### src/logic/zxmem_pkg.sv
package zxmem_pkg;

   // -------------------------------------------------------------------------
   // cpu side
   // -------------------------------------------------------------------------
   typedef struct packed {
      logic [15:0] a;           // address bus
      logic [7:0]  din;         // data from cpu
      logic        mreq_n;
      logic        iorq_n;
      logic        rd_n;
      logic        wr_n;
      logic        m1_n;        // opcode fetch
   } cpu_bus_t;                 // 29 bits

   // decoded 128K/+3 paging state
   typedef struct packed {
      logic [2:0] ram_bank;     // 7ffd[2:0], page at c000
      logic [1:0] rom_sel;      // {1ffd[2], 7ffd[4]}
      logic       allram;       // 1ffd[0], special paging on
      logic [1:0] arrangement;  // 1ffd[2:1]
      logic       locked;       // 7ffd[5], ports frozen until reset
   } paging_t;                  // 9 bits

   // divmmc state as seen by the address mux
   typedef struct packed {
      logic       active;       // automapped or conmem
      logic       conmem;
      logic       mapram;
      logic [3:0] page;         // 8K ram page at 2000-3fff
   } divmmc_t;                  // 7 bits

   // -------------------------------------------------------------------------
   // sram address, same 19 bits seen as 16K or 8K pages
   // -------------------------------------------------------------------------
   typedef struct packed {
      logic [4:0]  page16;
      logic [13:0] off14;
   } sram_addr16_t;

   typedef struct packed {
      logic [5:0]  page8;
      logic [12:0] off13;
   } sram_addr8_t;

   typedef union packed {
      sram_addr16_t v16;        // ram banks, 128K roms
      sram_addr8_t  v8;         // divmmc rom/ram
   } sram_addr_u;

   // page numbers
   localparam logic [5:0] DIVMMC_ROM_PAGE8    = 6'd24;  // esxdos rom
   localparam logic [5:0] DIVMMC_MAPRAM_PAGE8 = 6'd35;  // divmmc ram page 3
   localparam logic [5:0] DIVMMC_RAM_BASE8    = 6'd32;  // divmmc ram page 0
   localparam logic [4:0] SCREEN_PAGE         = 5'd5;

   // deferred automap entry points
   localparam logic [15:0] AUTOMAP_DEFERRED_0 = 16'h0000;
   localparam logic [15:0] AUTOMAP_DEFERRED_1 = 16'h0008;
   localparam logic [15:0] AUTOMAP_DEFERRED_2 = 16'h0038;
   localparam logic [15:0] AUTOMAP_DEFERRED_3 = 16'h0066;
   localparam logic [15:0] AUTOMAP_DEFERRED_4 = 16'h04C6;
   localparam logic [15:0] AUTOMAP_DEFERRED_5 = 16'h0562;

   localparam logic [7:0]  AUTOMAP_NOW_HI   = 8'h3D;     // 3dxx, maps during fetch
   localparam logic [15:0] AUTOMAP_OFF_BASE = 16'h1FF8;  // 1ff8-1fff unmaps

endpackage
### src/logic/zxmem_top.sv
`timescale 1ns/10ps

module zxmem_top
   import zxmem_pkg::*;
#(
   parameter logic [7:0] DIVMMC_PORT   = 8'hE3,  // divmmc control port
   parameter logic [4:0] ROM_PAGE_BASE = 5'd8    // first 16K rom page in sram
)(
   input  logic       clk,
   input  logic       mrst_n,
   input  cpu_bus_t   bus,
   output sram_addr_u sram_addr,
   output logic       sram_we_n
);

   paging_t paging;    // 7ffd/1ffd state
   divmmc_t divmmc;    // divmmc control and automap state

   // -------------------------------------------------------------------------
   // registered state, one cycle after the io write
   // -------------------------------------------------------------------------
   paging_regs paging_regs_i (
      .clk    (clk),
      .mrst_n (mrst_n),
      .bus    (bus),
      .paging (paging)
   );

   divmmc_mapper #(
      .DIVMMC_PORT (DIVMMC_PORT)
   ) divmmc_mapper_i (
      .clk    (clk),
      .mrst_n (mrst_n),
      .bus    (bus),
      .divmmc (divmmc)
   );

   // address translation, same cycle
   sram_addr_mux #(
      .ROM_PAGE_BASE (ROM_PAGE_BASE)
   ) sram_addr_mux_i (
      .bus       (bus),
      .paging    (paging),
      .divmmc    (divmmc),
      .sram_addr (sram_addr),
      .sram_we_n (sram_we_n)
   );

endmodule

### src/logic/sram_addr_mux.sv
`timescale 1ns/10ps

module sram_addr_mux
   import zxmem_pkg::*;
#(
   parameter logic [4:0] ROM_PAGE_BASE = 5'd8
)(
   input  cpu_bus_t   bus,
   input  paging_t    paging,
   input  divmmc_t    divmmc,
   output sram_addr_u sram_addr,
   output logic       sram_we_n
);

   logic protect;      // write protect for this access

   always_comb begin
      sram_addr = '0;
      protect   = 1'b0;

      if (!bus.mreq_n) begin
         unique case (bus.a[15:14])
            // -------------------------------------------------------------------
            // 0000-3fff, rom / divmmc / allram
            // -------------------------------------------------------------------
            2'b00: begin
               if (divmmc.active) begin
                  sram_addr.v8.off13 = bus.a[12:0];
                  if (!bus.a[13]) begin            // 0000-1fff
                     if (divmmc.mapram && !divmmc.conmem)
                        sram_addr.v8.page8 = DIVMMC_MAPRAM_PAGE8;
                     else
                        sram_addr.v8.page8 = DIVMMC_ROM_PAGE8;
                     protect = 1'b1;               // never writable here
                  end
                  else begin                       // 2000-3fff, divmmc ram
                     sram_addr.v8.page8 = DIVMMC_RAM_BASE8 + {2'b00, divmmc.page};
                     protect = divmmc.mapram && !divmmc.conmem &&
                               (divmmc.page == 4'd3);  // page 3 stands in for rom
                  end
               end
               else if (!paging.allram) begin
                  sram_addr.v16.page16 = ROM_PAGE_BASE + {3'b000, paging.rom_sel};
                  sram_addr.v16.off14  = bus.a[13:0];
                  protect = 1'b1;
               end
               else begin
                  sram_addr.v16.page16 = (paging.arrangement == 2'd0) ? 5'd0 : 5'd4;
                  sram_addr.v16.off14  = bus.a[13:0];
               end
            end

            // 4000-7fff
            2'b01: begin
               sram_addr.v16.off14 = bus.a[13:0];
               if (!paging.allram)
                  sram_addr.v16.page16 = SCREEN_PAGE;
               else begin
                  unique case (paging.arrangement)
                     2'd0:       sram_addr.v16.page16 = 5'd1;
                     2'd1, 2'd2: sram_addr.v16.page16 = 5'd5;
                     2'd3:       sram_addr.v16.page16 = 5'd7;
                  endcase
               end
            end

            // 8000-bfff
            2'b10: begin
               sram_addr.v16.off14  = bus.a[13:0];
               sram_addr.v16.page16 = (paging.allram && paging.arrangement != 2'd0) ?
                                      5'd6 : 5'd2;
            end

            // c000-ffff, 7ffd bank unless allram
            2'b11: begin
               sram_addr.v16.off14 = bus.a[13:0];
               if (!paging.allram)
                  sram_addr.v16.page16 = {2'b00, paging.ram_bank};
               else
                  sram_addr.v16.page16 = (paging.arrangement == 2'd1) ? 5'd7 : 5'd3;
            end
         endcase
      end
   end

   assign sram_we_n = bus.mreq_n | bus.wr_n | protect;

   // sampled when a new request arrives, so it checks the settled previous one;
   // no page of the whole map lands in the rom pages without protection
   a_rom_protect : assert property (
      @(bus)
      (sram_addr.v16.page16 inside {[ROM_PAGE_BASE : ROM_PAGE_BASE + 5'd3]}) |-> sram_we_n
   ) else $error("write strobe active in rom page %0d", sram_addr.v16.page16);

endmodule

### src/logic/divmmc_mapper.sv
`timescale 1ns/10ps

module divmmc_mapper
   import zxmem_pkg::*;
#(
   parameter logic [7:0] DIVMMC_PORT = 8'hE3
)(
   input  logic     clk,
   input  logic     mrst_n,
   input  cpu_bus_t bus,
   output divmmc_t  divmmc
);

   // -------------------------------------------------------------------------
   // control register, port DIVMMC_PORT
   // -------------------------------------------------------------------------
   logic       ctrl_wr;
   logic       conmem_q;    // bit 7, force mapping
   logic       mapram_q;    // bit 6, ram page 3 acts as rom
   logic [3:0] page_q;      // bits 3..0

   assign ctrl_wr = !bus.iorq_n && !bus.wr_n && (bus.a[7:0] == DIVMMC_PORT);

   always_ff @(posedge clk) begin
      if (!mrst_n) begin
         conmem_q <= 1'b0;
         mapram_q <= 1'b0;
         page_q   <= 4'd0;
      end
      else if (ctrl_wr) begin
         conmem_q <= bus.din[7];
         mapram_q <= bus.din[6];
         page_q   <= bus.din[3:0];
      end
   end

   // -------------------------------------------------------------------------
   // automapper
   // -------------------------------------------------------------------------
   logic fetch;        // m1 opcode read
   logic defer_hit;    // entry point, maps after m1
   logic now_hit;      // 3dxx, maps at once
   logic off_hit;      // 1ff8-1fff, unmaps after m1
   logic pending_q;    // state to take when m1 ends
   logic paged_q;

   assign fetch     = !bus.mreq_n && !bus.rd_n && !bus.m1_n;
   assign defer_hit = fetch && (bus.a inside {AUTOMAP_DEFERRED_0, AUTOMAP_DEFERRED_1,
                                              AUTOMAP_DEFERRED_2, AUTOMAP_DEFERRED_3,
                                              AUTOMAP_DEFERRED_4, AUTOMAP_DEFERRED_5});
   assign now_hit   = fetch && (bus.a[15:8] == AUTOMAP_NOW_HI);
   assign off_hit   = fetch && (bus.a[15:3] == AUTOMAP_OFF_BASE[15:3]);

   always_ff @(posedge clk) begin
      if (!mrst_n) begin
         pending_q <= 1'b0;
         paged_q   <= 1'b0;
      end
      else begin
         if (defer_hit) begin
            pending_q <= 1'b1;
         end
         else if (now_hit) begin
            pending_q <= 1'b1;
            paged_q   <= 1'b1;               // visible in the next access already
         end
         else if (off_hit) begin
            pending_q <= 1'b0;
         end
         if (bus.m1_n) begin
            paged_q <= pending_q;            // m1 is over, commit
         end
      end
   end

   assign divmmc.active = paged_q || conmem_q;
   assign divmmc.conmem = conmem_q;
   assign divmmc.mapram = mapram_q;
   assign divmmc.page   = page_q;

   // paging in during a fetch only happens for the 3dxx range
   a_paged_rise : assert property (
      @(posedge clk) disable iff (!mrst_n)
      (!paged_q && !bus.m1_n && !now_hit) |=> !paged_q
   ) else $error("divmmc paged in during m1 outside 3dxx");

endmodule

### src/logic/paging_regs.sv
`timescale 1ns/10ps

module paging_regs
   import zxmem_pkg::*;
(
   input  logic     clk,
   input  logic     mrst_n,
   input  cpu_bus_t bus,
   output paging_t  paging
);

   // -------------------------------------------------------------------------
   // port decode, +2A style
   // -------------------------------------------------------------------------
   logic io_wr;        // io write cycle in progress
   logic sel_7ffd;
   logic sel_1ffd;

   assign io_wr    = !bus.iorq_n && !bus.wr_n;
   assign sel_7ffd = bus.a[0] && !bus.a[1] && (bus.a[15:14] == 2'b01);
   assign sel_1ffd = bus.a[0] && !bus.a[1] && (bus.a[15:12] == 4'b0001);

   // only the bits the mapper uses are kept
   logic [2:0] ram_bank_q;   // 7ffd[2:0]
   logic       rom_lo_q;     // 7ffd[4]
   logic       locked_q;     // 7ffd[5]
   logic [2:0] p1ffd_q;      // 1ffd[2:0]

   always_ff @(posedge clk) begin
      if (!mrst_n) begin
         ram_bank_q <= 3'd0;
         rom_lo_q   <= 1'b0;
         locked_q   <= 1'b0;
         p1ffd_q    <= 3'd0;
      end
      else if (io_wr && !locked_q) begin     // lock freezes both ports
         if (sel_1ffd) begin
            p1ffd_q <= bus.din[2:0];
         end
         else if (sel_7ffd) begin
            ram_bank_q <= bus.din[2:0];
            rom_lo_q   <= bus.din[4];
            locked_q   <= bus.din[5];         // once set, only reset clears it
         end
      end
   end

   // -------------------------------------------------------------------------
   // field extraction
   // -------------------------------------------------------------------------
   assign paging.ram_bank    = ram_bank_q;
   assign paging.rom_sel     = {p1ffd_q[2], rom_lo_q};  // 1ffd bit above 7ffd bit
   assign paging.allram      = p1ffd_q[0];
   assign paging.arrangement = p1ffd_q[2:1];
   assign paging.locked      = locked_q;

   // a write seen while locked leaves every paging field as it was
   a_locked_stable : assert property (
      @(posedge clk) disable iff (!mrst_n)
      locked_q |=> $stable({ram_bank_q, rom_lo_q, locked_q, p1ffd_q})
   ) else $error("paging register changed while locked");

endmodule

### config.mk
export PLATFORM = sky130hd
export DESIGN_NAME = zxmem_top
export DESIGN_NICKNAME = d
export VERILOG_FILES = /design/src/logic/zxmem_pkg.sv /design/src/logic/zxmem_top.sv /design/src/logic/sram_addr_mux.sv /design/src/logic/divmmc_mapper.sv /design/src/logic/paging_regs.sv
export SDC_FILE = /design/constraint.sdc
export NUM_CORES = 1
export LEC_CHECK = 0
export BUFFER_PORTS_ARGS = -buffer_cell sky130_fd_sc_hd__buf_2
export CAP_MARGIN = 25
export CORE_MARGIN = 5
export CORE_UTILIZATION = 48
export CTS_CLUSTER_DIAMETER = 120
export DETAILED_ROUTE_END_ITERATION = 12
export PLACE_DENSITY = 0.8
export SLEW_MARGIN = 20
export SYNTH_ARGS = -nofsm -noshare
export SYNTH_HDL_FRONTEND = slang
export SYNTH_HIERARCHICAL = 1
export SYNTH_SLANG_ARGS = --single-unit
### constraint.sdc
create_clock -name clk -period 1.8 [get_ports clk]
set_clock_uncertainty 0.1 [all_clocks]
set_input_delay 0.27 -clock clk [delete_from_list [all_inputs] [get_ports clk]]
set_output_delay 0.27 -clock clk [all_outputs]
set_load 0.01 [all_outputs]
==> impl_metrics.yaml, run 1 <==
placement:
  dp_cells: 226
  port-buffer-count: 50
  hpwl_mm: 2.729
  gp_congestion: 0.9104
logic_synthesis:
  yosysWarnings: 6
  syn_avg_cell_area_um2: 8.325
  syn_area_mm2: 0.001249
  syn_nets: 181
  syn_inst: 150
timing:
  fmax_mhz: 507.9
  final_hold_viol_count: 0
  setup_ws_ns: -0.1689
  fin_crit_ns: 1.969
  rsz0062_at_grt: "yes"
  period_share: 1.094
  setup_violations: 7
  holdWs_ns: 0.1106
  worstMarginPinSlew_ns: 0.4417
  setup_tns_ns: -0.8488
  maxSlewHeadroom: 0.7014
  drv_slew: 0
clock_tree:
  cts_root_buf: "clkbuf_4"
  hold_buffers: 0
  cts_buffers: 3
  clock_sink_count: 16
  clock_latency_ns: 0.30
  clk_pin_slew_ns: 0.10
  htreeDepth: 1
  cts_tree: "done"
  clk_path_buf_depth: 2
power:
  clock_power_share: 0.305
  peakVddDrop_mv: 0.4288
  p_leak_nw: 0.7645
  switchingPower_w: 0.0002347
  combPwrFrac: 0.250
  seqPwrFrac: 0.445
  sw_frac_of_total: 0.2908
  p_total_w: 0.0008071
  intPower_w: 0.0005724
  powerDensity_mw_per_mm2: 486.1
setup_path:
  critPathTopFamily: "simple AND/OR/NAND/NOR gates"
  path_depth: 5
  rr_worst_depth: 3
  end_kind: "output pin"
  path_class: "reg2out"
  critPathArrivalTime_ns: 1.60
  r2r-start: "paging_regs_i/locked_q"
  path_max_fanout: 8
  crit_end: "sram_we_n"
  cp_data_required_time_ns: 1.43
  r2r_slack_ns: 0.42
  cp_num_buf_inv: 2
  r2r_end: "paging_regs_i/p1ffd_q[0]"
  crit_path_start_kind: "register"
  critPathMaxStageDelay_ns: 0.34
  crit_chain: "or2_4, buf_6, nand2b_4, a311o_1, buf_2"
  cp-startpoint: "divmmc_mapper_i/conmem_q"
  slowest_stage: "dfxtp_2"
floorplan:
  initial_core_util: 0.5040
  rows: 18
  dieHeight_um: 61.01
  die-area_mm2: 0.003722
  die_w_um: 61.01
  core_area_mm2: 0.002477
  ios: 51
grt:
  grt_use_total: 0.2085
  grt_pass1_wl_mm: 5.802
  grt_max_degree: 24
  grt-ovfl-total: 0
  grt_antenna_before_repair: 0
  first_global_vias: 1347
detailed_routing:
  wl_per_cell_um: 15.86
  dr_wl_met3_um: 364
  top_layer: "met4"
  wl_met2_mm: 1.833
  dr_total_vias: 1383
  via_per_inst: 5.910
  drt_drc_violations_left: 0
  first_pass_iters: 4
  drt-initial-drc-count: 88
  wl_met1_mm: 1.427
  routed_wl_mm: 3.711
  postRouteAntennaNets: 0
final_layout:
  n_antenna_cell: 0
  area_growth_pct: 32.97
  nNetsFinal: 236
  final_cell_count_no_fill: 234
  utilization: 0.6702
  num-fill-cells: 216
  final_cell_mix: "buf_2, nor2b_1, nand2_1"
  layout-drive-gt1-share: 0.4363
  layout_commonest_cell: "buf_2"
outcome:
  violations: "negative setup slack"
  status: "finished with violations"
job:
  maxCapViolations: 0
hold_path:
  hold_path_class: "in2reg"
  min-delay-start: "bus[9]"
==> power groups by stage <==
| stage | clock, W | combinational (W) | sequential, W |
|---|---|---|---|
| 2_1_floorplan | 0 | 0.0000987 | 0.000366 |
| 3_3_place_gp | 0 | 0.000180 | 0.000366 |
| 3_5_place_dp | 0 | 0.000187 | 0.000367 |
| 4_1_cts | 0.000249 | 0.000195 | 0.000359 |
| 5_1_grt | 0.000259 | 0.000219 | 0.000359 |
| 6_report | 0.000246 | 0.000202 | 0.000359 |
==> flip-flops by register name (all words and copies together), names as in the netlist <==
| register | count |
|---|---|
| paging_regs_i/p1ffd_q | 3 |
| divmmc_mapper_i/paged_q | 1 |
| paging_regs_i/ram_bank_q | 3 |
| divmmc_mapper_i/page_q | 4 |
| paging_regs_i/locked_q | 1 |
| divmmc_mapper_i/conmem_q | 1 |
| divmmc_mapper_i/mapram_q | 1 |
| paging_regs_i/rom_lo_q | 1 |
| divmmc_mapper_i/pending_q | 1 |
==> worst min-delay path, stage by stage <==
cell and delay [ns]:
buf_2 0.09, nand2_1 0.04, mux2i_1 0.06
==> worst min-delay path by stage <==
stage / to / slack [ns] / depth (start not counted)
4_1_cts: paging_regs_i/rom_lo_q / 0.11 / 3
3_3_place_gp: paging_regs_i/ram_bank_q[0] / 0.35 / 2
5_1_grt: paging_regs_i/rom_lo_q / 0.12 / 3
2_1_floorplan: paging_regs_i/rom_lo_q / 0.31 / 2
3_5_place_dp: paging_regs_i/ram_bank_q[0] / 0.36 / 2
6_report: paging_regs_i/rom_lo_q / 0.11 / 3
==> area by class of cell <==
| type | instances | area, um2 | share of cell area |
|---|---|---|---|
| multi-input cells | 120 | 907.1 | 0.5463 |
| repair buffers | 61 | 344.1 | 0.2072 |
| flip-flops and latches | 16 | 324.1 | 0.1952 |
| well taps | 30 | 37.54 | 0.02261 |
| clock buffers | 4 | 36.28 | 0.02185 |
| inverters | 3 | 11.26 | 0.006782 |
==> per-layer routing <==
| layer | track usage | vias to the layer above |
|---|---|---|
| met3 | 0.05106 | 13 |
| met1 | 0.2259 | 644 |
| met2 | 0.3725 | 67 |
| met4 | 0.1084 | 0 |
| li1 | - | 659 |
| met5 | 0 | - |
==> metrics by stage <==
stage / cell area [um2] / setup slack, ns
CTS: 1625 / -0.1500
global placement: 1515 / 0.001128
detailed placement: 1515 / -0.07922
global route: 1660 / -0.2311
floorplan: 1254 / 0.05393
finish: 1660 / -0.1689
==> what timing repair did <==
action | CTS | global route
resized for setup | 16 | 3
hold endpoints to repair | 0 | 0
setup endpoints to repair | 6 | 7
setup buffers | 1 | 3
pin swaps | 8 | 1
Note: power is estimated with default switching activity, not from simulation.
==> run 2, diff against run 1 <==
PLACE_DENSITY = unset   (was 0.8)
PLACE_DENSITY_LB_ADDON = 0.15   (was unset)
==> impl_metrics.yaml, run 2 (synthesis results as in run 1) <==
timing:
  worstMarginPinSlew_ns: 0.3719
  maxSlewHeadroom: 0.7520
  fmax_mhz: 500.5
  drv_slew: 0
  period_share: 1.110
  fin_crit_ns: 1.998
  rsz0062_at_grt: "yes"
  setup_ws_ns: -0.1980
  setup_violations: 7
  final_hold_viol_count: 0
detailed_routing:
  routed_wl_mm: 3.727
  first_pass_iters: 4
  via_per_inst: 5.817
  wl_per_cell_um: 15.86
  dr_total_vias: 1367
  drt_drc_violations_left: 0
  drt-initial-drc-count: 38
  postRouteAntennaNets: 0
floorplan:
  ios: 51
  initial_core_util: 0.5040
  dieHeight_um: 61.01
  rows: 18
  die_w_um: 61.01
  die-area_mm2: 0.003722
  core_area_mm2: 0.002477
final_layout:
  final_cell_count_no_fill: 235
  reg_top3: "divmmc_mapper_i/page_q x4, paging_regs_i/p1ffd_q x3, paging_regs_i/ram_bank_q x3"
  nNetsFinal: 237
  fin_area_mm2: 0.001677
  largest-register: "divmmc_mapper_i/page_q"
  n_antenna_cell: 0
  final_cell_mix: "buf_2, nor2b_1, nand2_1"
  layout_commonest_cell: "buf_2"
  largest_reg_flops: 4
  num-fill-cells: 225
  layout-drive-gt1-share: 0.4488
  area_growth_pct: 34.27
clock_tree:
  clk_path_buf_depth: 2
  cts_root_buf: "clkbuf_4"
  clk_pin_slew_ns: 0.10
  cts_buffers: 3
  clock_sink_count: 16
  clock_latency_ns: 0.28
  cts_tree: "done"
  htreeDepth: 1
  hold_buffers: 0
power:
  p_leak_nw: 0.7685
  powerDensity_mw_per_mm2: 477.6
  peakVddDrop_mv: 0.4868
placement:
  post_dp_cell_area_mm2: 0.001523
  dp_cells: 227
  hpwl_mm: 2.708
  gp_congestion: 0.9000
  port-buffer-count: 50
  place_ws_ns: -0.06050
grt:
  first_global_vias: 1277
  grt-ovfl-total: 0
  grt_use_total: 0.2019
  grt_max_degree: 24
  grt_antenna_before_repair: 0
  grt_pass1_wl_mm: 5.630
outcome:
  status: "finished with violations"
  violations: "negative setup slack"
setup_path:
  end_kind: "output pin"
  critPathArrivalTime_ns: 1.63
  path_max_fanout: 8
  cp_data_required_time_ns: 1.43
  path_class: "reg2out"
  crit_path_start_kind: "register"
hold_path:
  hold_path_class: "in2reg"
job:
  maxCapViolations: 0
[run 2: path summary, 6_finish.rpt]
path                                                   from                           to  slack, ns  cells past startpoint
worst max-delay path                divmmc_mapper_i/paged_q                    sram_we_n      -0.20                      5
worst min register to register  paging_regs_i/ram_bank_q[0]  paging_regs_i/ram_bank_q[0]       0.36                      2
worst min-delay path                                 bus[9]       paging_regs_i/rom_lo_q       0.11                      3
worst max register to register       paging_regs_i/locked_q     paging_regs_i/p1ffd_q[1]       0.47                      3
[run 2: worst max-delay path, stage by stage, from the launching register on]
cell and delay, ns:
dfxtp_2 0.34, or2_4 0.27, buf_6 0.15, nand2b_4 0.13, a311o_1 0.31, buf_2 0.14
[run 2: metrics by stage]
step / utilization / setup TNS [ns] / hold slack (ns) / power [W]
finish: 0.6768 / -1.048 / 0.1096 / 0.0008008
global route: 0.6768 / -1.445 / 0.1294 / 0.0008361
global placement: 0.6146 / -0.004673 / 0.3449 / 0.0005516
CTS: 0.6601 / -0.8612 / 0.1096 / 0.0008032
floorplan: - / 0 / 0.3088 / 0.0004649
detailed placement: 0.6146 / -0.06050 / 0.3493 / 0.0005555
[run 2: layout make-up]
class	instances	area, um2	area share
multi-input combinational	120	912.1	0.5440
timing repair buffer	62	355.3	0.2119
sequential	16	324.1	0.1933
tap	30	37.54	0.02239
clock buffer	4	36.28	0.02164
inverter	3	11.26	0.006716
[run 2: routing by layer]
layer | part of all wire | global-route usage
met5 | 0 | 0
met4 | 0.016 | 0.08050
met3 | 0.083 | 0.04043
met2 | 0.51 | 0.3450
met1 | 0.39 | 0.2471
[run 2: power breakdown]
part           switching [W]  internal (W)  total, W
clock network       0.000115      0.000123  0.000239
logic               0.000111     0.0000925  0.000203
registers         0.00000224      0.000357  0.000359
[run 2: timing repair]
item                       CTS  global route
gates resized for setup     16             5
buffers inserted             2             2
hold endpoints to repair     0             0
setup endpoints to repair    6             7
gates cloned                 0             0
pin swaps                    9             9
==> run 3, diff against run 2 <==
ABC_AREA = 1   (was unset)
CORE_UTILIZATION = 50   (was 48)
TNS_END_PERCENT = 50   (was unset)
==> impl_metrics.yaml, run 3 <==
floorplan:
  ios: 51
  initial_core_util: 0.5227
  rows: 19
  die_w_um: 63.69
  core_area_mm2: 0.002758
  dieHeight_um: 63.69
  die-area_mm2: 0.004056
setup_path:
  critPathArrivalTime_ns: 1.30
  r2r-start: "paging_regs_i/locked_q"
  r2r_end: "paging_regs_i/p1ffd_q[2]"
  slowest_stage: "dfxtp_1"
  cp_data_required_time_ns: 1.43
  critPathTopFamily: "simple AND/OR/NAND/NOR gates"
  crit_path_start_kind: "register"
  cp_common_cell: "nor2_1"
  path_max_fanout: 6
  cp_num_buf_inv: 1
  crit_chain: "nor2_1, nor2_1, nor2_2, nor2_2, nand2_1, nor2_1, buf_2"
  path_class: "reg2out"
  r2r_slack_ns: 0.75
  end_kind: "output pin"
  critPathMaxStageDelay_ns: 0.44
  rr_worst_depth: 6
grt:
  grt_use_total: 0.1696
  grt_pass1_wl_mm: 5.823
  first_global_vias: 1370
  grt-ovfl-total: 0
  grt_antenna_before_repair: 0
  grt_max_degree: 20
power:
  sw_frac_of_total: 0.3144
  p_leak_nw: 0.8763
  intPower_w: 0.0005150
  clock_power_share: 0.233
  p_total_w: 0.0007512
  switchingPower_w: 0.0002362
  seqPwrFrac: 0.477
  combPwrFrac: 0.290
  peakVddDrop_mv: 0.4390
  powerDensity_mw_per_mm2: 442.1
detailed_routing:
  drt_drc_violations_left: 0
  first_pass_iters: 4
  wl_per_cell_um: 10.50
  drt-initial-drc-count: 86
  dr_total_vias: 1595
  routed_wl_mm: 3.475
  via_per_inst: 4.819
  postRouteAntennaNets: 0
logic_synthesis:
  syn_area_mm2: 0.001441
  syn_nets: 286
  syn_avg_cell_area_um2: 5.652
  yosysWarnings: 6
  syn_inst: 255
timing:
  rsz0062_at_grt: "no"
  drv_slew: 0
  fmax_mhz: 600.5
  setup_violations: 0
  fin_crit_ns: 1.665
  final_hold_viol_count: 0
  period_share: 0.9251
  holdWs_ns: 0.1570
  setup_tns_ns: 0
  worstMarginPinSlew_ns: 0.3514
  maxSlewHeadroom: 0.7658
hold_path:
  whs_endpoint: "divmmc_mapper_i/mapram_q"
  hold_path_class: "in2reg"
  min-delay-start: "bus[11]"
  min_path_cells: 3
clock_tree:
  cts_buffers: 3
  clock_sink_count: 16
  cts_root_buf: "clkbuf_4"
  htreeDepth: 1
  clk_pin_slew_ns: 0.09
  cts_tree: "done"
  post_cts_buffers: 0
  clk_path_buf_depth: 2
  clock_latency_ns: 0.27
final_layout:
  largest_reg_flops: 4
  layout_commonest_cell: "nor2_1"
  num-fill-cells: 297
  largest-register: "divmmc_mapper_i/page_q"
  reg_top3: "divmmc_mapper_i/page_q x4, paging_regs_i/p1ffd_q x3, paging_regs_i/ram_bank_q x3"
  final_cell_mix: "nor2_1, nand2_1, buf_2"
  layout-drive-gt1-share: 0.2933
  n_antenna_cell: 0
  nNetsFinal: 333
  utilization: 0.6162
  fin_area_mm2: 0.001699
  multi_input_area_um2: 874.6
  area_growth_pct: 17.88
  regArea_um2: 321.6
placement:
  post_dp_cell_area_mm2: 0.001665
  port-buffer-count: 50
  gp_congestion: 0.8238
  hpwl_mm: 2.877
outcome:
  status: "finished clean"
job:
  maxCapViolations: 0
==> run 3: timing repair <==
item,in CTS,in global routing
resized for setup,0,6
hold buffers,0,0
setup endpoints to repair,0,6
hold endpoints to repair,0,0
==> run 3: worst max-delay path by stage <==
stage	startpoint	endpoint	slack (ns)	depth (start not counted)
finish	paging_regs_i/p1ffd_q[2]	sram_addr[16]	0.13	7
global route	paging_regs_i/p1ffd_q[2]	sram_addr[16]	0.03	7
CTS	divmmc_mapper_i/paged_q	sram_addr[16]	0.02	9
detailed placement	bus[27]	sram_addr[16]	0.33	8
floorplan	divmmc_mapper_i/conmem_q	sram_addr[16]	0.47	8
global placement	bus[27]	sram_addr[16]	0.32	8
==> run 3: area by class of cell <==
type	instances	share of cell area
multi-input cells	180	0.5147
flip-flops and latches	16	0.1892
repair buffers	50	0.1473
inverters	51	0.1127
well taps	31	0.02283
clock buffers	3	0.01325
==> run 3: per-stage QoR <==
step / cells / setup WS, ns
after CTS: 331 / 0.02026
after detailed placement: 328 / 0.3345
final: 331 / 0.1348
after floorplan: 255 / 0.4668
after global placement: 328 / 0.3245
after global routing: 331 / 0.02672
==> run 3: worst register-to-register path: stages (launching register included) <==
cell and delay (ns):
dfxtp_1 0.30, inv_1 0.08, nand2_2 0.11, nor2_2 0.17, nand3_1 0.08, nand2_1 0.07, nor2_1 0.04
==> run 3: metal layers <==
layer | vias to the layer above | GRT usage | share of wire
met2 | 45 | 0.2576 | 0.43
met1 | 679 | 0.2452 | 0.49
met5 | - | 0 | 0
li1 | 869 | - | -
met3 | 2 | 0.02664 | 0.074
met4 | 0 | 0.04675 | 0.0055
==> run 3: power by group through the flow <==
| stage | clock network (W) | registers, W | logic [W] |
|---|---|---|---|
| 3_5_place_dp | 0 | 0.000366 | 0.000218 |
| 3_3_place_gp | 0 | 0.000366 | 0.000215 |
| 4_1_cts | 0.000184 | 0.000358 | 0.000218 |
| 2_1_floorplan | 0 | 0.000366 | 0.000124 |
| 6_report | 0.000175 | 0.000358 | 0.000218 |
| 5_1_grt | 0.000202 | 0.000359 | 0.000247 |
